[src/drawPkg.sv]
`default_nettype none

package drawPkg;

	////////////////////
	// Geometry
	////////////////////

	localparam int colWidth = 7;   // 128 columns
	localparam int rowWidth = 5;   // 32 rows
	localparam int pixWidth = 3;   // {R, G, B}

	// Control code that requests a bank swap
	localparam logic [14:0] swapCode = 15'h7fff;

	////////////////////
	// Command word
	////////////////////

	// One 16-bit word, read either as span data or as a control code
	typedef union packed
	{
		struct packed
		{
			logic                isCtrl;  // Clear for span words
			logic [rowWidth-1:0] row;
			logic [pixWidth-1:0] color;
			logic [colWidth-1:0] col;     // First col, or last col in an end word
		} spanView;
		struct packed
		{
			logic        isCtrl;
			logic [14:0] code;
		} ctrlView;
	} cmdWord_t;

	////////////////////
	// Pixel paths
	////////////////////

	// Back bank write, one pixel
	typedef struct packed
	{
		logic                en;
		logic [rowWidth-1:0] row;
		logic [colWidth-1:0] col;
		logic [pixWidth-1:0] color;
	} pixWrite_t;

	// Front bank read request from the scanner
	typedef struct packed
	{
		logic [rowWidth-1:0] row;
		logic [colWidth-1:0] col;
		logic                visible;  // Inside the active area
	} scanPos_t;

endpackage

`default_nettype wire

[src/cmdQueue.sv]
`default_nettype none

module cmdQueue #(
	parameter int queueDepth = 8
) (
	input  logic              clk,
	input  logic              reset,
	input  logic              inValid,
	input  drawPkg::cmdWord_t inWord,
	input  logic              outReady,
	output logic              outValid,
	output drawPkg::cmdWord_t outWord,
	output logic              credit
);
	import drawPkg::*;

	localparam int ptrWidth = (queueDepth > 1) ? $clog2(queueDepth) : 1;
	localparam int cntWidth = $clog2(queueDepth + 1);

	cmdWord_t            mem [queueDepth];  // Word storage
	logic [ptrWidth-1:0] wrPtr;
	logic [ptrWidth-1:0] rdPtr;
	logic [cntWidth-1:0] count;             // Occupancy
	logic                full;
	logic                push;
	logic                pop;

	// Circular wrap, depth need not be a power of two
	function automatic logic [ptrWidth-1:0] nextPtr(input logic [ptrWidth-1:0] p);
		return (p == ptrWidth'(queueDepth - 1)) ? '0 : p + 1'b1;
	endfunction

	assign full     = (count == cntWidth'(queueDepth));
	assign push     = inValid && !full;       // Overflow word is dropped
	assign pop      = outValid && outReady;
	assign outValid = (count != '0);
	assign outWord  = mem[rdPtr];             // Head word, visible the cycle after write

	always_ff @(posedge clk)
	begin
		if (push)
			mem[wrPtr] <= inWord;
	end

	always_ff @(posedge clk)
	begin
		if (!reset)
		begin
			wrPtr  <= '0;
			rdPtr  <= '0;
			count  <= '0;
			credit <= 1'b0;
		end
		else
		begin
			if (push)
				wrPtr <= nextPtr(wrPtr);
			if (pop)
				rdPtr <= nextPtr(rdPtr);
			count  <= count + cntWidth'(push) - cntWidth'(pop);
			credit <= pop;  // One credit back per word handed on
		end
	end

	// Source must respect its credits
	noOverflow: assert property (@(posedge clk) disable iff (!reset) inValid |-> !full);

endmodule

`default_nettype wire

[config.mk]
export PLATFORM = sky130hd
export DESIGN_NAME = cmdQueue
export DESIGN_NICKNAME = d
export VERILOG_FILES = /design/src/drawPkg.sv /design/src/cmdQueue.sv
export SDC_FILE = /design/constraint.sdc
export NUM_CORES = 1
export LEC_CHECK = 0
export BUFFER_PORTS_ARGS = -buffer_cell sky130_fd_sc_hd__buf_2
export CAP_MARGIN = 20
export CORE_MARGIN = 8
export CORE_UTILIZATION = 60
export DETAILED_ROUTE_END_ITERATION = 6
export PLACE_DENSITY = 0.88
export SYNTH_ARGS = -nofsm -noshare
export SYNTH_HDL_FRONTEND = slang
export SYNTH_SLANG_ARGS = --single-unit
[constraint.sdc]
create_clock -name clk -period 3.42 [get_ports clk]
set_input_delay 0.342 -clock clk [delete_from_list [all_inputs] [get_ports clk]]
set_output_delay 0.342 -clock clk [all_outputs]
set_load 0.1 [all_outputs]
==> flow_summary.json, run 1 <==
{
  "crit_arrival_ns": 2.62,
  "wl_met3_um": 620,
  "critPathTopFamily": "multiplexers",
  "clk_pin_slew_ns": 0.06,
  "ir_drop_mv": 0.706,
  "yosys-top-cells-area": "edfxtp_1, mux4_1, dfxtp_1, mux2_2, ha_1",
  "cpMaxStageDelayCell": "mux4_1",
  "grt_overflow_total": 0,
  "synth_top_area_share_pct": 68.1,
  "synth_area_per_cell_um2": 21.3,
  "n_fill_cell": 535,
  "h-tree-depth": 4,
  "path_depth": 4,
  "nets": 351,
  "fin_crit_ns": 2.96,
  "async_flop_share_pct": 0,
  "yosysWarningCount": 0,
  "ys_types": 30,
  "grtUsageTotal_pct": 18.0,
  "wl_per_cell_um": 24.7,
  "timing.final.crit_share_pct": 86.7,
  "dr.pass1.iters": 5,
  "syn_nets": 296,
  "tightest_slew_ns": 0.859,
  "wl_met2_um": 5590,
  "r2r_start": "count[2]",
  "num_rows": 35,
  "r2r_slack_ns": 0.71,
  "drive_gt1_share_pct": 31.5,
  "drt-met1-wl_um": 4540,
  "start_kind": "flop",
  "ys.flop_type": "edfxtp_1",
  "ys_seq_area_share_pct": 73.1,
  "worstSetupEndpointType": "primary output",
  "p_leak_nw": 2.28,
  "path_max_fanout": 32,
  "cts_tree": "yes",
  "r2r-end": "count[2]",
  "timing.fmax_mhz": 337,
  "fin_skew_ns": 0.0100,
  "worstPathRequired_ns": 3.08,
  "portBuffers": 37,
  "clkLatencyLatePin_ns": 0.53,
  "yosys-top-cells-count": "edfxtp_1, mux4_1, mux2_2",
  "ios": 38,
  "die_h_um": 113,
  "path_class": "reg -> out",
  "cts_made_buffers": 17,
  "grt_max_degree": 33,
  "dieArea_um2": 12800,
  "synth_seq_cells": 142,
  "coreArea_um2": 9200,
  "power_density_nw_per_um2": 819,
  "dp_hpwl_um": 6040,
  "maxCapViolCount": 0,
  "wirelength_um": 10900,
  "hold_buffers": 0,
  "setup_viol": 0,
  "n_antenna_cell": 0,
  "die_w_um": 113,
  "grt_pass1_vias": 2872,
  "finalHoldViolations": 0,
  "final_util_pct": 71.3,
  "crit_end": "outWord[2]",
  "via_count": 2683,
  "min-delay-start": "outReady",
  "gp_congestion": 0.739,
  "synth_edf_count": 128,
  "areaGrowthSynthToFinish_pct": 16.3,
  "slowest_delay_ns": 0.69,
  "fin_tns_setup_ns": 0,
  "crit_path_cell_trace": "buf_4, mux4_1, mux2_2, buf_2",
  "viasPerCell": 6.04,
  "reg2reg_depth": 11,
  "cts_buffer_depth": 2,
  "highest_layer": "met5",
  "synth_cells": 265,
  "antenna_found_initial": 1,
  "synth_area_um2": 5640,
  "drcViolationCount": 0,
  "path_buf_inv": 2,
  "grt_pass1_wl_um": 16400,
  "yosysMostFrequentCell": "edfxtp_1",
  "first_iter_violations": 185,
  "synth_area_leader_cell": "edfxtp_1",
  "rsz0062_at_grt": "false",
  "clock_sinks": 142,
  "slew-limit-headroom_pct": 42.7,
  "cts.root.buffer_cell": "clkbuf_8",
  "floorplan.initialDensity_pct": 61.3,
  "slew_violations": 0,
  "holdCritPathClass": "in -> reg",
  "cts.repair.resized": 0,
  "ant_nets": 0,
  "status": "finished, final reports clean",
  "post_cts_buffers": 0,
  "finalPower_mw": 5.37
}
==> worst reg2reg max path, delay by kind of cell (launching register included) <==
| family | cells | cell delay, ns |
|---|---|---|
| simple gates | 3 | 0.94 |
| buf+inv | 3 | 0.21 |
| fa+ha+maj | 4 | 1.01 |
| xor+xnor | 1 | 0.13 |
| flops | 1 | 0.30 |
==> state kept, by name, summed over array words and instances, names as in the netlist, named ones only <==
register  cells
rdPtr         3
wrPtr         3
mem         128
credit        1
count         4
==> through the flow <==
stage          setup slack, ns  area, um^2  cells  hold slack [ns]
2_1_floorplan            0.446        5640    265            0.441
3_3_place_gp             0.853        5990    411            0.472
3_5_place_dp             0.731        5990    411            0.481
4_1_cts                  0.399        6550    443           0.0402
5_1_grt                  0.365        6560    444           0.0526
6_report                 0.455        6560    444           0.0691
==> routing by layer <==
layer,GRT usage [%],vias up
met4,8.35,2
met5,0,-
met2,29.6,108
met3,5.70,17
met1,21.5,1350
li1,-,1206
==> placed cells by master (no fill, tap or decap) <==
master / Yosys / layout
nor3_2: 0 / 4
nor2_1: 5 / 5
nand3_1: 1 / 1
buf_2: 0 / 37
xnor2_1: 1 / 1
fa_1: 1 / 1
nor4_2: 0 / 1
nand2b_1: 3 / 3
o21ai_0: 1 / 1
clkbuf_1: 5 / 1
nand2_1: 13 / 13
a21oi_1: 1 / 1
mux2_2: 16 / 16
and2_1: 3 / 3
inv_6: 0 / 2
mux4_1: 28 / 28
clkinv_4: 0 / 1
inv_1: 6 / 6
and3_1: 1 / 1
clkbuf_4: 0 / 1
clkinv_2: 0 / 4
bufinv_16: 0 / 2
clkbuf_8: 0 / 1
or3b_2: 1 / 1
clkbuf_16: 0 / 16
nor2b_1: 1 / 1
or3b_1: 1 / 1
nand3b_1: 1 / 1
mux2i_1: 6 / 6
edfxtp_1: 128 / 128
ha_1: 10 / 10
buf_4: 0 / 10
a21o_1: 1 / 1
nand4_1: 1 / 1
dfxtp_1: 14 / 14
mux4_2: 4 / 4
clkinvlp_4: 0 / 5
==> kinds of logic (layout without fill, tap and decap cells) <==
| kind of cell | Yosys count | after routing | share of synthesized area (%) |
|---|---|---|---|
| AOI/OAI and AO/OA | 3 | 3 | 0.310 |
| buffers and inverters | 18 | 86 | 1.75 |
| adders and majority gates | 11 | 11 | 2.57 |
| muxes | 54 | 54 | 18.9 |
| DFF | 142 | 142 | 73.1 |
| and+or+nand+nor | 36 | 36 | 3.19 |
| xor gates and xnor gates | 1 | 1 | 0.155 |
==> how the worst min path moves through the flow <==
stage | to | slack (ns) | cells past startpoint
3_3_place_gp | rdPtr[2] | 0.47 | 2
3_5_place_dp | rdPtr[2] | 0.48 | 2
5_1_grt | credit | 0.05 | 2
4_1_cts | credit | 0.04 | 2
2_1_floorplan | mem[0][0] | 0.44 | 0
6_report | credit | 0.07 | 2
==> power by group <==
group          leakage (nW)  switching, mW  total [mW]  internal [mW]
Sequential             1.28         0.0877        2.12           2.03
Clock                 0.263          0.704        1.74           1.04
Combinational         0.739           1.10        1.52          0.412
==> area by class of cell <==
type | instances | area (um^2) | area share (%)
flip-flops and latches | 142 | 4120 | 62.9
multi-input cells | 105 | 1440 | 22.0
clock buffers | 18 | 418 | 6.37
repair buffers | 48 | 268 | 4.08
clock inverters | 14 | 144 | 2.19
well taps | 111 | 139 | 2.12
inverters | 6 | 22.5 | 0.343
Note: power is estimated with default switching activity, not from simulation.
==> run 2, diff against run 1 <==
PLACE_DENSITY = 0.8   (was 0.88)
==> run 2 against run 1 <==
Utilization up 0.52 points. Clock power up 7%. Sequential cell count unchanged. Worst setup slack better by 0.043 ns. Wire length down 8.3%. Via count down 0.63%. Clock skew about the same. Hold slack better by 0.024 ns. Die area unchanged. Register-to-register slack better by 0.06 ns. Global-route usage down 1.1 points. Critical path type unchanged. Largest cell class unchanged. Highest routed layer is now met4.
==> flow_summary.json, run 2 (synthesized netlist as in run 1, its figures left out) <==
{
  "finalHoldViolations": 0,
  "p_clk_share_pct": 34.0,
  "ios": 38,
  "tightest_slew_ns": 0.975,
  "final_cell_mix": "edfxtp_1, buf_2, mux4_1",
  "p_comb_share_pct": 27.4,
  "slowest_delay_ns": 0.68,
  "ant_nets": 0,
  "status": "finished, final reports clean",
  "wl_per_cell_um": 22.6,
  "clk_pin_slew_ns": 0.06,
  "maxCapViolCount": 0,
  "grt_max_degree": 33,
  "largest-register": "mem",
  "dieArea_um2": 12800,
  "wirelength_um": 10000,
  "p_int_mw": 3.62,
  "rsz0062_at_grt": "false",
  "crit_arrival_ns": 2.58,
  "slew-limit-headroom_pct": 34.9,
  "drcViolationCount": 0,
  "grt_pass1_vias": 2838,
  "final_common_cell": "edfxtp_1",
  "floorplan.initialDensity_pct": 61.3,
  "ir_drop_mv": 0.488,
  "cts_buffer_depth": 2,
  "num_rows": 35,
  "portBuffers": 37,
  "cts.root.buffer_cell": "clkbuf_8",
  "cts_made_buffers": 17,
  "fin_crit_ns": 2.92,
  "cpMaxStageDelayCell": "mux4_1",
  "power_density_nw_per_um2": 828,
  "largest_reg_flops": 128,
  "worstSetupEndpointType": "primary output",
  "p_leak_nw": 2.31,
  "viasPerCell": 6.00,
  "multi_input_area_um2": 1440,
  "coreArea_um2": 9200,
  "hold_ws_ns": 0.0931,
  "cts_tree": "yes",
  "cts.repair.resized": 0,
  "drive_gt1_share_pct": 31.2,
  "p_seq_share_pct": 38.7,
  "setup_viol": 0,
  "dr.pass1.iters": 5,
  "path_class": "reg -> out",
  "dp_hpwl_um": 5730,
  "switching_power_mw": 1.86,
  "die_w_um": 113,
  "grt_pass1_wl_um": 15700,
  "holdCritPathClass": "in -> reg",
  "start_kind": "flop",
  "die_h_um": 113,
  "post_cts_buffers": 0,
  "slew_violations": 0,
  "path_max_fanout": 32,
  "via_count": 2666,
  "n_antenna_cell": 0,
  "fin_skew_ns": 0.00971,
  "antenna_found_initial": 0,
  "crit_path_cell_trace": "buf_4, mux4_1, mux2_2, buf_2",
  "first_iter_violations": 188,
  "timing.fmax_mhz": 342,
  "clock_sinks": 142,
  "finalPower_mw": 5.47,
  "grt_overflow_total": 0,
  "nets": 351,
  "reg_top3": "mem x128, count x4",
  "h-tree-depth": 4,
  "n_fill_cell": 548,
  "grtUsageTotal_pct": 16.9,
  "swShare_pct": 33.9,
  "gp_congestion": 0.688,
  "clkLatencyLatePin_ns": 0.50,
  "timing.final.crit_share_pct": 85.5,
  "final_util_pct": 71.8,
  "worstPathRequired_ns": 3.08,
  "areaGrowthSynthToFinish_pct": 17.1,
  "register_area_um2": 4120,
  "hold_buffers": 0,
  "fin_tns_setup_ns": 0
}
==> run 2: changes by cell type in the layout (fill, tap and decap cells not counted), sizes merged <==
cell,delta
buf,+1
bufinv,+2
clkbuf,-2
clkinv,+4
clkinvlp,-4
inv,-1
==> run 2: final timing paths <==
| kind | startpoint | end | slack (ns) | cells after the start |
|---|---|---|---|---|
| max | flop | outWord[2] | 0.50 | 4 |
| min | outReady | credit | 0.09 | 2 |
| max reg2reg | count[2] | count[2] | 0.77 | 11 |
| min reg2reg | rdPtr[2] | flop | 0.49 | 2 |
==> run 2: final cells by class <==
class	instances	share of cell area, %
Timing Repair Buffer	48	4.05
Clock inverter	15	2.95
Tap cell	111	2.10
Sequential cell	142	62.4
Clock buffer	17	6.27
Multi-Input combinational cell	105	21.9
Inverter	6	0.341
==> run 2: power by group through the flow <==
| stage | Sequential, mW | Combinational [mW] | Clock, mW |
|---|---|---|---|
| after floorplan | 2.12 | 1.28 | 0 |
| after global placement | 2.14 | 1.48 | 0 |
| after detailed placement | 2.15 | 1.50 | 0 |
| after CTS | 2.12 | 1.51 | 1.89 |
| after global routing | 2.13 | 1.58 | 1.96 |
| final | 2.12 | 1.50 | 1.86 |
==> run 2: per-stage QoR <==
stage	setup slack [ns]	cell area, um^2	std cells
2_1_floorplan	0.446	5640	265
3_3_place_gp	0.849	6000	412
3_5_place_dp	0.772	6000	412
4_1_cts	0.457	6610	444
5_1_grt	0.402	6610	444
6_report	0.498	6610	444
==> run 2: metal layers <==
metal  track usage, %  vias up  part of all wire, %
met3             5.22        4                  7.1
li1                 -     1206                    -
met4             5.95        0                 0.51
met5                0        -                    0
met1             20.5     1359                   40
met2             28.2       97                   52
==> run 2: worst max-delay path: cells and delay by family (launching register included) <==
kind,cells,cell delay (ns)
mux,2,0.98
flops,1,0.31
buf+inv,2,0.78
