===== config.mk =====
export PLATFORM = sky130hd
export DESIGN_NAME = vgaScan
export DESIGN_NICKNAME = d
export VERILOG_FILES = /design/src/drawPkg.sv /design/src/vgaScan.sv
export SDC_FILE = /design/constraint.sdc
export NUM_CORES = 1
export LEC_CHECK = 0
export ABC_AREA = 1
export BUFFER_PORTS_ARGS = -buffer_cell sky130_fd_sc_hd__buf_2
export CORE_MARGIN = 2
export CORE_UTILIZATION = 46
export DETAILED_ROUTE_END_ITERATION = 12
export PLACE_DENSITY = 0.7
export SLEW_MARGIN = 20
export SYNTH_ARGS = -nofsm -noshare
export SYNTH_HDL_FRONTEND = slang
export SYNTH_SLANG_ARGS = --single-unit

===== constraint.sdc =====
create_clock -name clk -period 3.7 [get_ports clk]
set_clock_uncertainty 0.1 [all_clocks]
set_input_delay 0.37 -clock clk [delete_from_list [all_inputs] [get_ports clk]]
set_output_delay 0.37 -clock clk [all_outputs]
set_load 0.05 [all_outputs]

===== src/drawPkg.sv =====
`default_nettype none

package drawPkg;

	////////////////////
	// Geometry
	////////////////////

	localparam int colWidth = 7;   // 128 columns
	localparam int rowWidth = 5;   // 32 rows
	localparam int pixWidth = 3;   // {R, G, B}

	// Control code that requests a bank swap
	localparam logic [14:0] swapCode = 15'h7fff;

	////////////////////
	// Command word
	////////////////////

	// One 16-bit word, read either as span data or as a control code
	typedef union packed
	{
		struct packed
		{
			logic                isCtrl;  // Clear for span words
			logic [rowWidth-1:0] row;
			logic [pixWidth-1:0] color;
			logic [colWidth-1:0] col;     // First col, or last col in an end word
		} spanView;
		struct packed
		{
			logic        isCtrl;
			logic [14:0] code;
		} ctrlView;
	} cmdWord_t;

	////////////////////
	// Pixel paths
	////////////////////

	// Back bank write, one pixel
	typedef struct packed
	{
		logic                en;
		logic [rowWidth-1:0] row;
		logic [colWidth-1:0] col;
		logic [pixWidth-1:0] color;
	} pixWrite_t;

	// Front bank read request from the scanner
	typedef struct packed
	{
		logic [rowWidth-1:0] row;
		logic [colWidth-1:0] col;
		logic                visible;  // Inside the active area
	} scanPos_t;

endpackage

`default_nettype wire


===== src/vgaScan.sv =====
`default_nettype none

module vgaScan #(
	parameter int hVisible = 128,
	parameter int hFront   = 4,
	parameter int hSync    = 8,
	parameter int hBack    = 4,
	parameter int vVisible = 32,
	parameter int vFront   = 1,
	parameter int vSync    = 2,
	parameter int vBack    = 1
) (
	input  logic              clk,
	input  logic              reset,
	output drawPkg::scanPos_t pos,
	output logic              frameStart,
	output logic              hsync,
	output logic              vsync
);
	import drawPkg::*;

	localparam int hTotal     = hVisible + hFront + hSync + hBack;  // Clocks per line
	localparam int vTotal     = vVisible + vFront + vSync + vBack;  // Lines per frame
	localparam int hSyncStart = hVisible + hFront;
	localparam int vSyncStart = vVisible + vFront;
	localparam int hWidth     = $clog2(hTotal);
	localparam int vWidth     = $clog2(vTotal);

	logic [hWidth-1:0] hCount;   // Pixel in line
	logic [vWidth-1:0] vCount;   // Line in frame
	logic              lineEnd;
	logic              hSyncNow;
	logic              vSyncNow;

	assign lineEnd  = (hCount == hWidth'(hTotal - 1));
	assign hSyncNow = (hCount >= hWidth'(hSyncStart)) && (hCount < hWidth'(hSyncStart + hSync));
	assign vSyncNow = (vCount >= vWidth'(vSyncStart)) && (vCount < vWidth'(vSyncStart + vSync));

	// Read request for this cycle, color comes back next cycle
	always_comb
	begin
		pos.row     = vCount[rowWidth-1:0];
		pos.col     = hCount[colWidth-1:0];
		pos.visible = (hCount < hWidth'(hVisible)) && (vCount < vWidth'(vVisible));
	end

	assign frameStart = (hCount == '0) && (vCount == '0);  // First pixel of line 0

	////////////////////
	// Counters
	////////////////////

	always_ff @(posedge clk)
	begin
		if (!reset)
		begin
			hCount <= '0;
			vCount <= '0;
		end
		else if (lineEnd)
		begin
			hCount <= '0;
			vCount <= (vCount == vWidth'(vTotal - 1)) ? '0 : vCount + 1'b1;
		end
		else
			hCount <= hCount + 1'b1;
	end

	// Syncs delayed one clock, in step with the registered color
	always_ff @(posedge clk)
	begin
		if (!reset)
		begin
			hsync <= 1'b1;
			vsync <= 1'b1;
		end
		else
		begin
			hsync <= !hSyncNow;  // Active low
			vsync <= !vSyncNow;
		end
	end

	countersInRange: assert property (@(posedge clk) disable iff (!reset)
		hCount < hWidth'(hTotal) && vCount < vWidth'(vTotal));

endmodule

`default_nettype wire


==> results, run 1 <==
- The flow ran to the end, and the final reports show no timing, DRC or antenna violations.
- Dividing the final minimum period by the clock period gives 0.507.
- The number of global-route vias before repair was between 600 and 700.
- In the final routed layout, each cell accounts on average for 10.8 µm.
- The final-stage net count is 147.
- The data arrival time of the worst path is 1410 ps.
- In the post-synthesis netlist, the cell with the most instances is nand2_1.
- The part of the Yosys area used for sequential elements is 0.330.
- The path type of the worst setup path is register to primary output.
- The floorplan row count is 16.
- In this run the worst path has a maximum fanout of 6.
- The final period demand of the worst path is about 1900 ps.
- In the synthesized netlist, the cells that appear most often are 21 x nand2_1, 20 x nor2_1, 17 x inv_1.
- The first routing iteration left 13 violations.
- The number of instances resized during post-cts repair is 0.
- The first global-routing pass estimated 2800 µm of wire.
- The cell count after placement is 162.
- The reg-to-reg critical path startpoint is hCount[0].
- For the pin with the worst max-slew slack, the measured transition is 278 ps.
- Clock latency on the worst-skew pair, taken at its later pin, is approximately 280 ps.
- Along the worst hold path, the cell count comes to 2.
- The number of max-capacitance violations reported is 0.
- Leaving out filler cells and counting taps, the final layout contains about 170.
- In this run the cell area of the synthesized design comes to 970 µm².
- The congestion estimate from routability-driven global placement came to 0.868.
- The area growth from synthesis to layout is 5.29%.
- The post-synthesis sequential element count is 16.
- The final count of hold timing violations is 0.
- The number of enable-type register cells in the synthesized netlist is 0.
- The type of the worst min-delay path is input pin to register.
- TritonCTS built the clock tree.
- Measured along the x axis, the die boundary spans between 40 and 50 µm.
- Following the worst setup path forward leads to its endpoint at frameStart.
- The data required time of the critical path is 3230 ps.
- The total wire length after detailed routing is around 1800 µm.
- The initial utilization of the core area, before any placement, comes to 0.489.
- Tracing the worst setup path back leads to its startpoint at vCount[0].
- The unique cell type count in the Yosys netlist is 22.
- Clock-pin slew was measured on the worst setup and hold paths at 80 ps.
- In the synthesized netlist the async set-or-reset flop fraction comes to 0.
- The number of buffers inserted to repair setup after CTS is 0.
- Setup violations remaining at the end of the flow were counted as 0.
- The number of port buffers is 17.
- The gate family responsible for the most delay along the worst path is buffers and inverters.
- After detailed routing, the number of remaining DRC violations is 0.
- The element type at the critical path end is a primary output.
- The number of nets handed over by synthesis was 137.
- The slowest stage of the critical path belongs to the cell dfxtp_1.
- Setup repair after global routing left no endpoint under its margin.
- The number of clock sinks is 16.
- The total stage count of the critical path is 5.
- The sequential cell area is 320 µm².
- The total routing resource utilization after global routing is 0.150.
- The floorplan step defined a die boundary enclosing 0.00249 mm².
- Counting both buffers and inverters, the worst setup path holds a total of 2.
- After clock tree synthesis, the flow added hold-fix buffers numbering 0.
- After global routing the overflow that remains totals 0.
- The via total after detailed routing is 801.
- The path depth of the worst reg2reg path is 6.
- TritonCTS created 3 clock buffers.
- Summing all multi-input logic gate instances after layout gives 487 µm².
- The number of antenna violations at the first check in global routing is 0.
- The pre-antenna-repair detailed-routing pass consisted of 4 iterations.
- The areal power density over the cells is 296 mW/mm².
- The fill cell total of the finished layout is 205.
- The clock root buffer is clkbuf_4.
- The leakage power summed over all cells is 0.462 nW.
- The I/O pin count is 18.
- After floorplanning, the core was sized to cover 0.00198 mm².
- Traced cell by cell, the critical path runs through inv_1, ha_1, nand4_1, nor2_1, buf_2.
- The leading register cell type out of synthesis is dfxtp_1.
- The number of instances in the synthesized netlist is 130.
- Yosys attributes the largest share of cell area to dfxtp_1 33%, buf_4 9.3%, nand2_1 8.1%.
- The height of the die is 49.9 µm.
- The clock tree buffer depth is 2.
- Entering global routing, the biggest net connects 9 pins.
- The endpoint identified for the worst register-to-register timing path is vCount[5].
- In the final timing run, aggregate negative setup slack is 0 ps.
- In this run the number of H-tree levels came out at 1.
- The delay of the slowest critical-path stage is between 300 and 400 ps.
- Once detailed placement completed, the half-perimeter wirelength came to 1380 µm.
- The final hold slack is 289 ps.
- The final max-slew violation count is 0.
- Total power for the finished layout comes to 0.000302 W.
- The most area-hungry cell type in the Yosys netlist is dfxtp_1.
- Of the cells placed in the final design, the portion with a size suffix greater than 1 is 0.232.
- The flop-to-flop setup slack is around 2300 ps.
- The area share of the largest cell type after synthesis is 0.330.
- The kind of start point of the critical path is a register.
- Once detail routing completed, the nets flagged for antenna violations numbered 0.
- The mean instance size in the synthesized netlist is 7.46 µm².
- The average vias per placed instance is about 5.
- The count of inserted antenna diode cells is 0.
- Across the VDD grid, the largest voltage drop is 185 µV.
- For this run, the number of Yosys warnings is 0.
- The relative slew slack is 0.814.
- Based on the critical path, the design can be clocked at up to 533 MHz.
==> worst min path at each step <==
stage / end / slack, ps / start
floorplan: hCount[0] / 350 / hCount[0]
global placement: hCount[0] / 370 / hCount[0]
detailed placement: hCount[0] / 390 / hCount[0]
CTS: vsync / 280 / reset
global route: vsync / 290 / reset
finish: vsync / 290 / reset
==> final cells by class <==
class | instances | share of cell area
multi-input cells | 84 | 0.477
repair buffers | 17 | 0.0833
flip-flops and latches | 16 | 0.314
clock buffers | 3 | 0.0221
well taps | 27 | 0.0331
inverters | 18 | 0.0711
==> state kept, by name, summed over array words and instances, names as in the netlist <==
name and cells:
hsync 1, hCount 8, vCount 6, vsync 1
==> layout by cell type (no fill, tap or decap), types with 2 or more instances in the layout <==
cell type / instances
ha_1: 5
nor2_4: 2
clkbuf_4: 3
o21ai_0: 2
nand2_4: 2
nand4_1: 5
inv_1: 17
buf_2: 17
a21oi_1: 3
nand3_1: 10
nor2_1: 20
o21ai_1: 3
xor2_1: 2
nand3_2: 2
nor2_2: 2
nand2_1: 21
dfxtp_1: 16
==> cell families after synthesis <==
logic type / Yosys count / share of synthesized area
fa+ha+maj: 5 / 0.0645
xor+xnor: 2 / 0.0181
flops: 16 / 0.330
compound gates: 10 / 0.0593
simple gates: 67 / 0.360
buf+inv: 30 / 0.168
==> worst register-to-register path, delay by kind of cell, from the launching register on <==
family                     cells  cell delay, ps
DFF                            1             430
and+or+nand+nor                5             550
adders and majority gates      1             260
==> through the flow <==
| step | instance area [µm²] | setup slack [ps] | util |
|---|---|---|---|
| 2_1_floorplan | 970 | 1390 | - |
| 3_3_place_gp | 998 | 2160 | 0.504 |
| 3_5_place_dp | 998 | 2140 | 0.504 |
| 4_1_cts | 1020 | 1820 | 0.515 |
| 5_1_grt | 1020 | 1740 | 0.515 |
| 6_report | 1020 | 1820 | 0.515 |
==> metal layers <==
layer / up-vias / track usage / part of all wire
li1: 423 / - / -
met1: 357 / 0.181 / 0.46
met2: 19 / 0.251 / 0.48
met3: 2 / 0.0545 / 0.055
met4: 0 / 0.0417 / 0.0067
met5: - / 0 / 0
==> report_power, final <==
| group | leakage [nW] | internal (W) | total, W | switching [W] |
|---|---|---|---|---|
| clock network | 0.0138 | 0.0000378 | 0.0000884 | 0.0000506 |
| logic | 0.319 | 0.00000862 | 0.0000346 | 0.0000259 |
| registers | 0.130 | 0.000175 | 0.000179 | 0.00000421 |
| total | 0.462 | 0.000221 | 0.000302 | 0.0000808 |
No activity file was read; power rests on OpenSTA's default activity.
==> run 2, diff against run 1 <==
==> constraint.sdc (replaced) <==
create_clock -name clk -period 1.8 [get_ports clk]
set_clock_uncertainty 0.1 [all_clocks]
set_input_delay 0.18 -clock clk [delete_from_list [all_inputs] [get_ports clk]]
set_output_delay 0.18 -clock clk [all_outputs]
set_load 0.05 [all_outputs]
==> results, run 2 (synthesis results as in run 1) <==
- The flow ran to the end, and the final reports show no timing, DRC or antenna violations.
- The areal power density over the cells is 651 mW/mm².
- The die covers 0.00249 mm².
- On the critical path, the stage with the largest delay is an instance of dfxtp_1.
- The path type of the worst setup path is register to primary output.
- The average vias per placed instance is between 4 and 5.
- The final cycle utilization of the critical path is 0.939.
- The area growth from synthesis to layout is 7.48%.
- The first-pass GRT wire length is around 3200 µm.
- Timing would allow up to 592 MHz.
- Walking the worst path, the cells encountered are inv_1, ha_1, nand4_1, nor2_2, clkbuf_4.
- The clock root buffer is clkbuf_4.
- The number of global-route vias before repair is 750.
- The I/O pin count is 18.
- The via total after detailed routing is 824.
- The maximum number of pins on one net before global-route repair is 10.
- In this run the post-CTS setup repair buffer count came out at 0.
- The data required time of the critical path is roughly 1500 ps.
- The data arrival time of the worst path is 1410 ps.
- The library cell used most frequently in the layout, excluding fill and tap cells, is nand2_1.
- The count of inserted antenna diode cells is 0.
- Setup slack on the worst reg-to-reg path comes out at roughly 370 ps.
- For this run, the detailed router's first-pass iteration total came to 4.
- Across all setup checks in the final design, the least slack found is 111 ps.
- Prior to clock tree synthesis, the placed netlist has a worst setup slack of approximately 380 ps.
- Clock-pin slew was measured on the worst setup and hold paths at 90 ps.
- For this block, the initial DRC count from the detailed router was 21.
- The startpoint identified for the worst hold timing path is reset.
- The core area is about 0.002 mm².
- STA classifies the critical path startpoint as a register.
- Of the cells placed in the final design, the portion with a size suffix greater than 1 is 0.252.
- The floorplan row count is 16.
- The final count of hold timing violations was 0.
- For the pin with the worst max-slew slack, the measured transition is 295 ps.
- The endpoint identified for the worst register-to-register timing path is vCount[5].
- IR analysis of the VDD net gives a maximum drop of 616 µV.
- The remaining design rule violation count is 0.
- The final max-slew violation count came to 0.
- In the layout the commonest cells are 21 x nand2_1, 18 x nor2_1, 17 x inv_1, 16 x dfxtp_1, 16 x buf_2.
- Headroom to the max-slew limit came out at 0.803.
- After routing, the total negative slack on setup checks comes to 0 ps.
- The final count of negative-setup-slack endpoints is 0.
- The reg-to-reg critical path startpoint is hCount[0].
- The register with the most flip-flops in the layout has 8 of them.
- The most flop-heavy register is hCount.
- The die is approximately 50 µm wide.
- In the final layout, the registers with the most flip-flops are hCount: 8 flops, vCount: 6 flops.
- The worst hold path passes through 2 cells.
- The path class of the tightest hold or removal check is input pin to register.
- For hold timing, the worst endpoint is vsync.
- The largest driver fanout on the critical path is 6.
- The final RePlAce weighted congestion is 0.869.
- In this run the remaining antenna-violating nets after routing total 0.
- In this run, CTS created clock tree buffers numbering 3.
- The clock latency at the later pin of the worst-skew pair is 280 ps.
- The initial utilization of the core area, before any placement, comes to 0.489.
- Setup repair after global routing left no endpoint under its margin.
- Clock tree synthesis found a total of 16 sinks.
- CTS built an H-tree with a depth of 1.
- In the final routed layout, each cell accounts on average for roughly 11 µm.
- The total routing resource utilization after global routing is 0.169.
- The number of port buffers is 17.
- In this run the vertical extent of the chip is 49.9 µm.
- The final-stage net count is 147.
- The filler cells instantiated in the layout total between 150 and 200.
- The number of antenna violations at the first check in global routing is 0.
- The leakage power summed over all cells is roughly 0.47 nW.
- The number of max-capacitance violations reported is 0.
- The clock tree buffer depth is 2.
- TritonCTS built the clock tree.
- The final HPWL from detailed placement is 1380 µm.
- The path depth of the worst reg2reg path is 6.
- The final period demand of the worst path is 1690 ps.
- The total wire length after detailed routing is 1770 µm.
- Overall power consumption after layout is estimated at 0.000678 W.
- In this design, the stage delay of the slowest critical-path cell is roughly 370 ps.
- The total grt overflow is 0.
- The worst setup path is captured at a primary output.
## run 2: cell count changes in the layout (fill, tap and decap cells not counted)
| cell | delta |
|---|---|
| buf_2 | -1 |
| clkbuf_4 | +1 |
| clkbuf_8 | +1 |
| nor2_1 | -2 |
| nor2_2 | +2 |
## run 2: worst max path at each step
stage	start	to	slack (ps)	depth (start not counted)
final	vCount[0]	frameStart	110	5
after global routing	vCount[0]	frameStart	20	5
after CTS	vCount[0]	frameStart	70	5
after detailed placement	hCount[0]	vCount[4]	380	6
after global placement	vCount[0]	frameStart	410	5
after floorplan	vCount[5]	frameStart	120	3
## run 2: report_power, final
group	leakage, nW	switching (W)	internal (W)
Sequential	0.130	0.00000854	0.000359
Clock	0.0210	0.000113	0.000123
Combinational	0.321	0.0000544	0.0000202
Total	0.471	0.000176	0.000502
## run 2: per-layer routing
layer,routed length (µm),GRT usage,vias to the layer above
li1,-,-,420
met1,838,0.218,376
met2,812,0.271,26
met3,98,0.0394,2
met4,19,0.0648,0
met5,0,0,-
## run 2: cell type report
cell class	count	area, µm²	area share
clock buffers	4	36.3	0.0348
repair buffers	17	87.6	0.0840
well taps	27	33.8	0.0324
inverters	18	72.6	0.0696
flip-flops and latches	16	320	0.307
multi-input cells	84	492	0.472
## run 2: worst max-delay path: cells and delay by family, from the launching register on
family	cells	cell delay (ps)
buffers and inverters	2	330
adders and majority gates	1	180
DFF	1	370
and+or+nand+nor	2	250
## run 2: what timing repair did
| action | in CTS | in global routing |
|---|---|---|
| setup endpoints to repair | 0 | 1 |
| hold buffers | 0 | 0 |
| resized for setup | 0 | 1 |
## run 2: metrics by stage
step / utilization / std cells / hold slack, ps / area (µm²)
5_1_grt: 0.526 / 166 / 80.3 / 1040
3_3_place_gp: 0.506 / 162 / 363 / 1000
4_1_cts: 0.525 / 166 / 73.2 / 1040
2_1_floorplan: - / 130 / 175 / 975
3_5_place_dp: 0.506 / 162 / 376 / 1000
6_report: 0.526 / 166 / 88.2 / 1040
