<file path="src/drawPkg.sv">
`default_nettype none

package drawPkg;

	////////////////////
	// Geometry
	////////////////////

	localparam int colWidth = 7;   // 128 columns
	localparam int rowWidth = 5;   // 32 rows
	localparam int pixWidth = 3;   // {R, G, B}

	// Control code that requests a bank swap
	localparam logic [14:0] swapCode = 15'h7fff;

	////////////////////
	// Command word
	////////////////////

	// One 16-bit word, read either as span data or as a control code
	typedef union packed
	{
		struct packed
		{
			logic                isCtrl;  // Clear for span words
			logic [rowWidth-1:0] row;
			logic [pixWidth-1:0] color;
			logic [colWidth-1:0] col;     // First col, or last col in an end word
		} spanView;
		struct packed
		{
			logic        isCtrl;
			logic [14:0] code;
		} ctrlView;
	} cmdWord_t;

	////////////////////
	// Pixel paths
	////////////////////

	// Back bank write, one pixel
	typedef struct packed
	{
		logic                en;
		logic [rowWidth-1:0] row;
		logic [colWidth-1:0] col;
		logic [pixWidth-1:0] color;
	} pixWrite_t;

	// Front bank read request from the scanner
	typedef struct packed
	{
		logic [rowWidth-1:0] row;
		logic [colWidth-1:0] col;
		logic                visible;  // Inside the active area
	} scanPos_t;

endpackage

`default_nettype wire

</file>
<file path="src/spanRaster.sv">
`default_nettype none

module spanRaster (
	input  logic               clk,
	input  logic               reset,
	input  logic               inValid,
	input  drawPkg::cmdWord_t  inWord,
	input  logic               frameStart,
	output logic               inReady,
	output drawPkg::pixWrite_t pix,
	output logic               swapReq
);
	import drawPkg::*;

	enum logic [1:0] {idle, haveStart, drawing, waitSwap} state;

	logic [rowWidth-1:0] spanRow;    // Latched from start word
	logic [pixWidth-1:0] spanColor;
	logic [colWidth-1:0] curCol;     // First col, then the walking col
	logic [colWidth-1:0] lastCol;    // From end word
	logic                take;
	logic                isSwap;
	logic                isSpan;

	assign take   = inValid && inReady;
	assign isSwap = inWord.ctrlView.isCtrl && (inWord.ctrlView.code == swapCode);
	assign isSpan = !inWord.spanView.isCtrl;

	// Words only taken between spans
	assign inReady = (state == idle) || (state == haveStart);
	assign swapReq = (state == waitSwap);  // Held until frameStart

	always_comb
	begin
		pix.en    = (state == drawing);
		pix.row   = spanRow;
		pix.col   = curCol;
		pix.color = spanColor;
	end

	////////////////////
	// Control FSM
	////////////////////

	always_ff @(posedge clk)
	begin
		if (!reset)
			state <= idle;
		else
		begin
			case (state)
				idle:
				begin
					if (take && isSwap)
						state <= waitSwap;
					else if (take && isSpan)
						state <= haveStart;  // Other control codes ignored
				end
				haveStart:
				begin
					// Reversed span drops out, nothing written
					if (take)
						state <= (inWord.spanView.col < curCol) ? idle : drawing;
				end
				drawing:
				begin
					if (curCol == lastCol)
						state <= idle;
				end
				waitSwap:
				begin
					if (frameStart)
						state <= idle;  // Frame buffer flips on this same edge
				end
			endcase
		end
	end

	////////////////////
	// Span payload
	////////////////////

	always_ff @(posedge clk)
	begin
		if (state == idle && take && isSpan)
		begin
			spanRow   <= inWord.spanView.row;
			spanColor <= inWord.spanView.color;
			curCol    <= inWord.spanView.col;
		end
		if (state == haveStart && take)
			lastCol <= inWord.spanView.col;  // End word, col only
		if (state == drawing)
			curCol <= curCol + 1'b1;           // One pixel per clock
	end

	noWriteInSwap: assert property (@(posedge clk) disable iff (!reset) swapReq |-> !pix.en);

endmodule

`default_nettype wire

</file>
<file path="config.mk">
export PLATFORM = sky130hd
export DESIGN_NAME = spanRaster
export DESIGN_NICKNAME = d
export VERILOG_FILES = /design/src/drawPkg.sv /design/src/spanRaster.sv
export SDC_FILE = /design/constraint.sdc
export NUM_CORES = 1
export LEC_CHECK = 0
export BUFFER_PORTS_ARGS = -buffer_cell sky130_fd_sc_hd__buf_2
export CORE_MARGIN = 2
export CORE_UTILIZATION = 44
export DETAILED_ROUTE_END_ITERATION = 6
export PLACE_DENSITY = 0.73
export SETUP_SLACK_MARGIN = 0.05
export SLEW_MARGIN = 20
export SYNTH_ARGS = -nofsm -noshare
export SYNTH_HDL_FRONTEND = slang
export SYNTH_SLANG_ARGS = --single-unit
</file>
<file path="constraint.sdc">
create_clock -name clk -period 4 [get_ports clk]
set_clock_uncertainty 0.1 [all_clocks]
set_input_delay 0.4 -clock clk [delete_from_list [all_inputs] [get_ports clk]]
set_output_delay 0.4 -clock clk [all_outputs]
set_load 0.01 [all_outputs]
</file>
==> run metrics, run 1 <==
Vias/cell 5.31; Final ANT Viol Nets 0; GR Overflow Total 0; CTS H-Tree Depth 1; most common cell after layout, fill and taps aside buf_2; period utilization 48.9%; relative slew slack 47.5%; CP endpoint kind output port; Final setup viols 0; Worst R2R Start state[1]$_SDFFE_PN0P_; sequential element share of the synthesized area 56.6%; Net count, final 174; status finished, final reports clean; mapped cell area 1240 um2; CP startpoint kind flip-flop; Worst-path clk slew 0.13 ns; Worst Hold Launch inWord[10]; Worst-Margin Slew roughly 0.8 ns; vias post-DR 939; Core Rows 19; Initial Utilization 45.7%; TritonRoute pass-1 iters 4; first-pass GRT wire length 4080 um; placed cell areas 1460 um2; I/O Buffers 37; Root Buffer clkbuf_4; CTS Hold Buffers Added 0; slowest cell on the critical path dfxtp_1; worst path cell trace nand2b_1, inv_1, buf_2; GR Util All Layers 16.2%; Power Density 371 nW/um2; most frequent cells in the layout buf_2, edfxtp_1, inv_1, nand2_1, xnor2_1; Required @ worst endpoint 3.50 ns; CP top delay family flip-flops; Non-Filler Instances about 180; Die W 57.1 um; Max Root-Sink Buffers 2; setup TNS 0 ns; Max stage delay on crit path 0.43 ns; Slew Limit Fails 0; number of placed instances with taps included 173; Final min period 1.96 ns; # diodes 0; Starting DRT DRC Count 34; CTS tree built; MaxCap Viol Count 0; flops & latches, synth 24; Hold Crit Class in2reg; vias in the first global route 925; largest net degree at the start of global routing 15; later-pin clock latency in the skew report 0.30 ns; Post-CTS Setup Bufs 0; Routed WL 2460 um; Leak 0.634 nW; Avg WL per Cell between 10 and 15 um; Die Y 57.1 um; Tot Pwr 560 uW; Die ar. 3260 um2; DRC Markers 0; fillers 253; Hold Fails Final Rpt 0; Core ar. 2710 um2; Syn Inst Count 107; CTS resizes 0; Fmax 511 MHz; GP Congestion 0.891; initial antenna violation count 0; net count after synthesis 134; syn avg cell area 11.6 um2; Worst EP arrival 1.46 ns; layout cells sized above 1 32.2%; TritonCTS buffer count 3; CP Max Fanout 14; Final Cell Area 1510 um2; DP HPWL 1990 um; critical path class reg2out; Layout Utilization 55.6%; Max VDD drop 0.288 mV; yosys warns 0; RSZ-0062 raised after global routing no; Buf/Inv on CP 2; Setup crit start state[0]$_SDFFE_PN0P_; top-level I/O count 38; Area Overhead vs Synth 21.7%; count of cell types in the netlist 26; Clock Sinks 24
path summary, 6_finish.rpt:
| kind | end | slack, ns | depth (start not counted) |
|---|---|---|---|
| hold reg to reg | state[0]$_SDFFE_PN0P_ | 0.50 | 2 |
| hold / removal | spanRow[0]$_DFFE_PP_ | 0.17 | 1 |
| setup reg to reg | state[1]$_SDFFE_PN0P_ | 2.22 | 5 |
| setup / recovery | pix[15] | 2.04 | 3 |
flip-flops by register name, indices dropped and copies added (netlist names):
| name | flops |
|---|---|
| lastCol | 7 |
| state | 2 |
| curCol | 7 |
| spanColor | 3 |
| spanRow | 5 |
layer usage:
metal	vias to the layer above	track usage, %	part of all wire (%)
met1	449	23.7	46
met4	0	3.65	0.61
met5	-	0	0
met2	22	25.3	49
met3	2	3.17	4.6
li1	466	-	-
worst reg2reg max path, cell delays in order (launching register included):
cell and delay (ns):
dfxtp_1 0.41, inv_2 0.10, nand3_1 0.07, or4_4 0.54, o211a_1 0.24, a221oi_2 0.25
cell usage after synthesis:
cell type	n	share of area (%)
nor2_1	4	1.2
xor2_1	3	2.1
nor2b_1	1	0.51
or2_2	1	0.51
o211ai_1	1	0.61
o41ai_1	1	0.71
xnor2_1	9	6.4
dfxtp_1	2	3.2
ha_1	7	7.1
inv_2	1	0.30
or4_4	1	0.91
o21ai_0	8	3.2
edfxtp_1	22	53
nand4_1	5	2.5
nand2b_1	3	1.5
clkbuf_1	2	0.61
nand3_1	5	2.0
nand2_1	9	2.7
inv_1	9	2.7
and4_1	1	0.71
o211a_1	1	0.81
mux2_2	1	0.91
and2_1	2	1.0
a31o_2	1	0.71
a21oi_1	6	2.4
a221oi_2	1	1.2
where the power goes:
group          internal [mW]  switching (mW)
clock                  0.101          0.0706
sequential             0.292          0.0127
combinational         0.0372          0.0464
total                  0.430           0.130
cell type report:
class / count / area [um2] / share of cell area [%]
clock buffers: 3 / 22.5 / 1.49
inverters: 10 / 37.5 / 2.49
clock inverters: 1 / 30.0 / 1.99
multi-input cells: 71 / 493 / 32.7
well taps: 31 / 38.8 / 2.57
flip-flops and latches: 24 / 701 / 46.5
repair buffers: 37 / 185 / 12.3
logic make-up (layout without fill, tap and decap cells):
kind of cell / Yosys count / count (layout) / share of synthesized area, %
muxes: 1 / 1 / 0.909
xor gates and xnor gates: 12 / 12 / 8.49
AOI/OAI and AO/OA: 19 / 19 / 9.70
and+or+nand+nor: 32 / 32 / 13.6
buffers and inverters: 12 / 51 / 3.64
adders and majority gates: 7 / 7 / 7.07
DFF: 24 / 24 / 56.6
metrics by stage:
stage	setup slack [ns]	hold slack, ns
floorplan	2.22	0.399
global placement	2.06	0.479
finish	2.04	0.172
detailed placement	1.99	0.478
global route	1.88	0.144
CTS	2.03	0.166
Power figures use the tool's default switching activity.
==> inputs of run 2 (changes only) <==
==> constraint.sdc (replaced) <==
create_clock -name clk -period 1.8 [get_ports clk]
set_clock_uncertainty 0.1 [all_clocks]
set_input_delay 0.18 -clock clk [delete_from_list [all_inputs] [get_ports clk]]
set_output_delay 0.18 -clock clk [all_outputs]
set_load 0.01 [all_outputs]
==> run 2 against run 1 <==
Against the previous run:
- total power up 130%
- design area up 12%
- wire length grew 18%
- setup slack got worse by 2.0 ns
- die area did not move
- clock power up 130%
- via count rose by 11%
- final cell count is 9.0% higher
- flip-flop and latch count stayed put
- non-clock buffer count up 16
- worst hold slack worse by 0.13 ns
==> run metrics, run 2 (same netlist as run 1, synthesis figures left out) <==
status finished, final reports clean; GR Overflow Total 0 (unchanged); Initial Utilization 45.7% (unchanged); # diodes 0 (unchanged); critical path class in2reg; Max Root-Sink Buffers 2 (unchanged); period utilization between 90% and 100%; layout cells sized above 1 31.5% (-0.71 points); Worst EP arrival 1.85 ns (+0.39 ns); Non-Filler Instances 193 (+9.0%); MaxCap Viol Count 0 (unchanged); Crit Reg-Reg Endpoint state[1]$_SDFFE_PN0P_; Avg WL per Cell 15.1 um (+8.2%); most frequent cells in the layout buf_2, edfxtp_1, dlygate4sd3_1; Fmax 586 MHz; vias in the first global route 993 (+7.4%); Routed WL 2910 um (+18%); Slew Limit Fails 0 (unchanged); Die Y 57.1 um (unchanged); CP endpoint kind flip-flop; Core ar. 2710 um2 (unchanged); biggest regs curCol x7, lastCol x7, spanRow x5; Power Density 769 nW/um2 (+110%); TritonCTS buffer count 3 (unchanged); CP startpoint kind input pin; Final ANT Viol Nets 0 (unchanged); Max VDD drop 0.577 mV (+100%); number of placed instances with taps included 176 (+1.7%); Vias/cell 5.38 (+1.4%); Tot Pwr 1.30 mW (+130%); DRC Markers 0 (unchanged); setup TNS 0 ns (unchanged); Die ar. 3260 um2 (unchanged); Hold Fails Final Rpt 0 (unchanged); Worst Reg-to-Reg Cells 5 (unchanged); Worst-Margin Slew 0.346 ns (-0.441 ns); Setup crit start inWord[0]; Max stage delay on crit path 0.54 ns (+0.11 ns); vias post-DR 1038 (+11%); Final setup viols 0 (unchanged); Critical Path End state[1]$_SDFFE_PN0P_; Die W 57.1 um (unchanged); DP HPWL 2080 um (+4.9%); TritonRoute pass-1 iters 4 (unchanged); I/O Buffers 37 (unchanged); largest net degree at the start of global routing 15 (unchanged); Hold Crit Class in2reg; Starting DRT DRC Count 49 (+44%); most common cell after layout, fill and taps aside buf_2; relative slew slack 76.9% (+29 points); Final min period 1.71 ns; Post-CTS Setup Bufs 0 (unchanged); first-pass GRT wire length 4680 um (+15%); Root Buffer clkbuf_4; CTS tree built; Required @ worst endpoint 1.95 ns (-1.55 ns); Core Rows 19 (unchanged); later-pin clock latency in the skew report 0.32 ns (+0.02 ns); worst path cell trace dlygate4sd3_1, buf_6, nand4_1, or4_4, o211a_1, a221oi_2; GR Util All Layers 18.9% (+2.7 points); Leak 0.708 nW (+12%); Clock Sinks 24 (unchanged); Net count, final 190 (+9.2%); FF-to-FF setup slack 0.10 ns (-2.12 ns); CTS H-Tree Depth 1 (unchanged); CP Max Fanout 4 (-10); Area Overhead vs Synth 36.5%; initial antenna violation count 0 (unchanged); RSZ-0062 raised after global routing yes; slowest cell on the critical path dlygate4sd3_1; Worst R2R Start state[1]$_SDFFE_PN0P_; top-level I/O count 38 (unchanged); Worst-path clk slew 0.14 ns (about the same); GP Congestion 0.939 (+5.4%)
[run 2: final cells by class]
type                    count  area, um2
flip-flops and latches     24        702
well taps                  31       38.8
clock buffers               3       22.5
clock inverters             1       30.0
multi-input cells          71        503
repair buffers             53        357
inverters                  10       37.5
fillers                   233       1020
[run 2: where the power goes]
group | switching, mW | internal [mW]
sequential | 0.0275 | 0.648
clock | 0.174 | 0.225
combinational | 0.114 | 0.111
total | 0.316 | 0.984
[run 2: worst min-delay path by stage]
stage	from	endpoint	cells past startpoint
5_1_grt	inValid	state[1]$_SDFFE_PN0P_	3
3_5_place_dp	inWord[8]	spanColor[1]$_DFFE_PP_	1
2_1_floorplan	inWord[0]	lastCol[0]$_DFFE_PP_	0
3_3_place_gp	inWord[12]	spanRow[2]$_DFFE_PP_	1
6_report	inValid	state[1]$_SDFFE_PN0P_	3
4_1_cts	inValid	state[1]$_SDFFE_PN0P_	3
[run 2: critical path: cells and delay by family]
family | cells | cell delay, ns
buffers and inverters | 2 | 0.65
and+or+nand+nor | 2 | 0.57
AOI/OAI and AO/OA | 2 | 0.45
[run 2: what timing repair did]
item | CTS | global route
hold buffers | 15 | 0
endpoints found under the hold margin | 15 | 0
gates resized for setup | 0 | 5
endpoints found under the setup margin | 0 | 3
[run 2: per-stage QoR]
| step | hold WS (ns) | utilization, % | setup WS [ns] | cell area, um2 |
|---|---|---|---|---|
| floorplan | 0.179 | - | 0.161 | 1240 |
| global placement | 0.272 | 54.5 | 0.0865 | 1480 |
| detailed placement | 0.277 | 54.5 | 0.0440 | 1480 |
| CTS | 0.0416 | 62.0 | 0.0518 | 1680 |
| global route | 0.0557 | 62.4 | 0.0400 | 1690 |
| finish | 0.0471 | 62.4 | 0.0945 | 1690 |
[run 2: layer usage]
layer / global-route usage [%] / up-vias / routed length [um]
li1: - / 496 / -
met1: 25.9 / 498 / 1250
met2: 29.7 / 34 / 1430
met3: 3.17 / 10 / 134
met4: 8.64 / 0 / 87
met5: 0 / - / 0
==> inputs of run 3 (changes only) <==
--- a/config.mk
+++ b/config.mk
@@ -9,6 +9,7 @@
 export CORE_MARGIN = 2
 export CORE_UTILIZATION = 44
 export DETAILED_ROUTE_END_ITERATION = 6
+export HOLD_SLACK_MARGIN = 0.06
 export PLACE_DENSITY = 0.73
 export SETUP_SLACK_MARGIN = 0.05
 export SLEW_MARGIN = 20
==> run 3 against run 2 <==
Against the previous run:
- critical path depth is the same
- clock power is essentially flat
- first-iteration DRC count shrank 6.1%
==> run metrics, run 3 (same netlist as run 1, synthesis figures left out) <==
largest net degree at the start of global routing 15 (unchanged); Die W 57.1 um (unchanged); Max VDD drop 0.577 mV (about the same); status finished, final reports clean; setup TNS 0 ns (unchanged); biggest regs curCol x7, lastCol x7, spanRow x5; CP endpoint kind flip-flop; Initial Utilization 45.7% (unchanged); Worst R2R Start state[1]$_SDFFE_PN0P_; Worst-path clk slew 0.14 ns (about the same); Die Y 57.1 um (unchanged); Comb pwr share 17.4% (about the same); Leak 0.712 nW (+0.59%); period utilization 95.7% (+0.94 points); MaxCap Viol Count 0 (unchanged); placed cell areas 1480 um2 (unchanged); Sw Pwr 315 uW (-0.29%); Core Rows 19 (unchanged); Layout Utilization 62.7% (+0.37 points); RSZ-0062 raised after global routing yes; relative slew slack 77.0% (+0.078 points); Vias/cell 5.36 (-0.32%); first-pass GRT wire length 4690 um (+0.30%); Power Density 765 nW/um2 (-0.55%); initial antenna violation count 0 (unchanged); DRC Markers 0 (unchanged); setup ws final 0.0776 ns (-0.0169 ns); TritonCTS buffer count 3 (unchanged); most frequent cells in the layout buf_2, edfxtp_1, dlygate4sd3_1; Post-CTS Setup Bufs 0 (unchanged); Hold Fails Final Rpt 0 (unchanged); Tot Pwr 1.30 mW (about the same); Avg WL per Cell 14.9 um (-0.79%); Core ar. 2710 um2 (unchanged); I/O Buffers 37 (unchanged); number of placed instances with taps included 176 (unchanged); GR Util All Layers 19.0% (+0.048 points); Worst-Margin Slew 0.345 ns (-0.00117 ns); Non-Filler Instances 194 (+0.52%); Starting DRT DRC Count 46 (-6.1%); vias in the first global route 999 (+0.60%); Area Overhead vs Synth 37.3%; Crit Reg-Reg Endpoint state[1]$_SDFFE_PN0P_; # diodes 0 (unchanged); CP Max Fanout 4 (unchanged); Clock Sinks 24 (unchanged); layout cells sized above 1 31.3% (-0.19 points); Worst EP arrival 1.87 ns (+0.02 ns); GP Congestion 0.939 (unchanged); Slew Limit Fails 0 (unchanged); Required @ worst endpoint 1.95 ns (about the same); DP HPWL 2080 um (unchanged); most common cell after layout, fill and taps aside buf_2; CTS tree built; Place WS 0.0440 ns (unchanged); cell internal pwr 985 uW (+0.14%); WHS 0.0684 ns (+0.0213 ns); later-pin clock latency in the skew report 0.32 ns (about the same); CTS H-Tree Depth 1 (unchanged); Routed WL 2900 um (-0.28%); worst hold endpoint state[1]$_SDFFE_PN0P_; Worst Reg-to-Reg Cells 5 (unchanged); TritonRoute pass-1 iters 4 (unchanged); Root Buffer clkbuf_4; CP startpoint kind input pin; Final min period 1.72 ns (+0.0169 ns); Hold Crit Class in2reg; Fmax 581 MHz (-0.98%); Worst Hold Launch reset; vias post-DR 1040 (+0.19%); Flop pwr share 52.0% (about the same); Hold Path Depth 4 (+1); Final Cell Area 1700 um2 (+0.59%); Net count, final 191 (+0.53%); Max Root-Sink Buffers 2 (unchanged); Clock power frac 30.7% (about the same); top-level I/O count 38 (unchanged); GR Overflow Total 0 (unchanged); Die ar. 3260 um2 (unchanged); critical path class in2reg; sw frac 24.2% (-0.080 points); FF-to-FF setup slack 0.10 ns (about the same); fillers 232 (-0.43%); Final ANT Viol Nets 0 (unchanged); Final setup viols 0 (unchanged)
-- run 3: changes by cell type in the layout (fill, tap and decap cells not counted) --
cell,previous run,this run
dlygate4sd3_1,15,16
-- run 3: layout make-up --
| class | count | area, um2 | share of cell area [%] |
|---|---|---|---|
| repair buffers | 54 | 367 | 21.6 |
| multi-input cells | 71 | 503 | 29.6 |
| clock inverters | 1 | 30.0 | 1.77 |
| well taps | 31 | 38.8 | 2.28 |
| inverters | 10 | 37.5 | 2.21 |
| clock buffers | 3 | 22.5 | 1.32 |
| flip-flops and latches | 24 | 702 | 41.3 |
-- run 3: what timing repair did --
| action | CTS | global route |
|---|---|---|
| hold buffers | 16 | 0 |
| setup endpoints to repair | 0 | 3 |
| endpoints found under the hold margin | 16 | 0 |
| resized for setup | 0 | 5 |
-- run 3: metal layers --
layer / GRT usage (%) / part of all wire (%) / vias to the layer above
met5: 0 / 0 / -
met4: 8.64 / 3.0 / 0
met3: 3.17 / 5.2 / 10
met2: 30.0 / 50 / 34
met1: 25.7 / 42 / 496
li1: - / - / 500
-- run 3: worst max path at each step --
stage | end | startpoint | slack (ns) | depth (start not counted)
floorplan | state[1]$_SDFFE_PN0P_ | state[1]$_SDFFE_PN0P_ | 0.16 | 5
global placement | state[1]$_SDFFE_PN0P_ | inWord[2] | 0.09 | 6
detailed placement | state[1]$_SDFFE_PN0P_ | inWord[2] | 0.04 | 6
CTS | state[1]$_SDFFE_PN0P_ | inWord[7] | 0.05 | 6
global route | state[1]$_SDFFE_PN0P_ | inWord[0] | 0.02 | 6
finish | state[1]$_SDFFE_PN0P_ | inWord[0] | 0.08 | 6
-- run 3: power groups by stage --
stage,Combinational [mW],Clock [mW],Sequential (mW)
2_1_floorplan,0.104,0,0.692
3_3_place_gp,0.189,0,0.687
3_5_place_dp,0.193,0,0.688
4_1_cts,0.222,0.404,0.676
5_1_grt,0.249,0.416,0.681
6_report,0.226,0.399,0.676
-- run 3: worst max-delay path: stages --
cell           delay [ns]
dlygate4sd3_1        0.55
buf_6                0.11
nand4_1              0.08
or4_4                0.49
o211a_1              0.25
a221oi_2             0.20
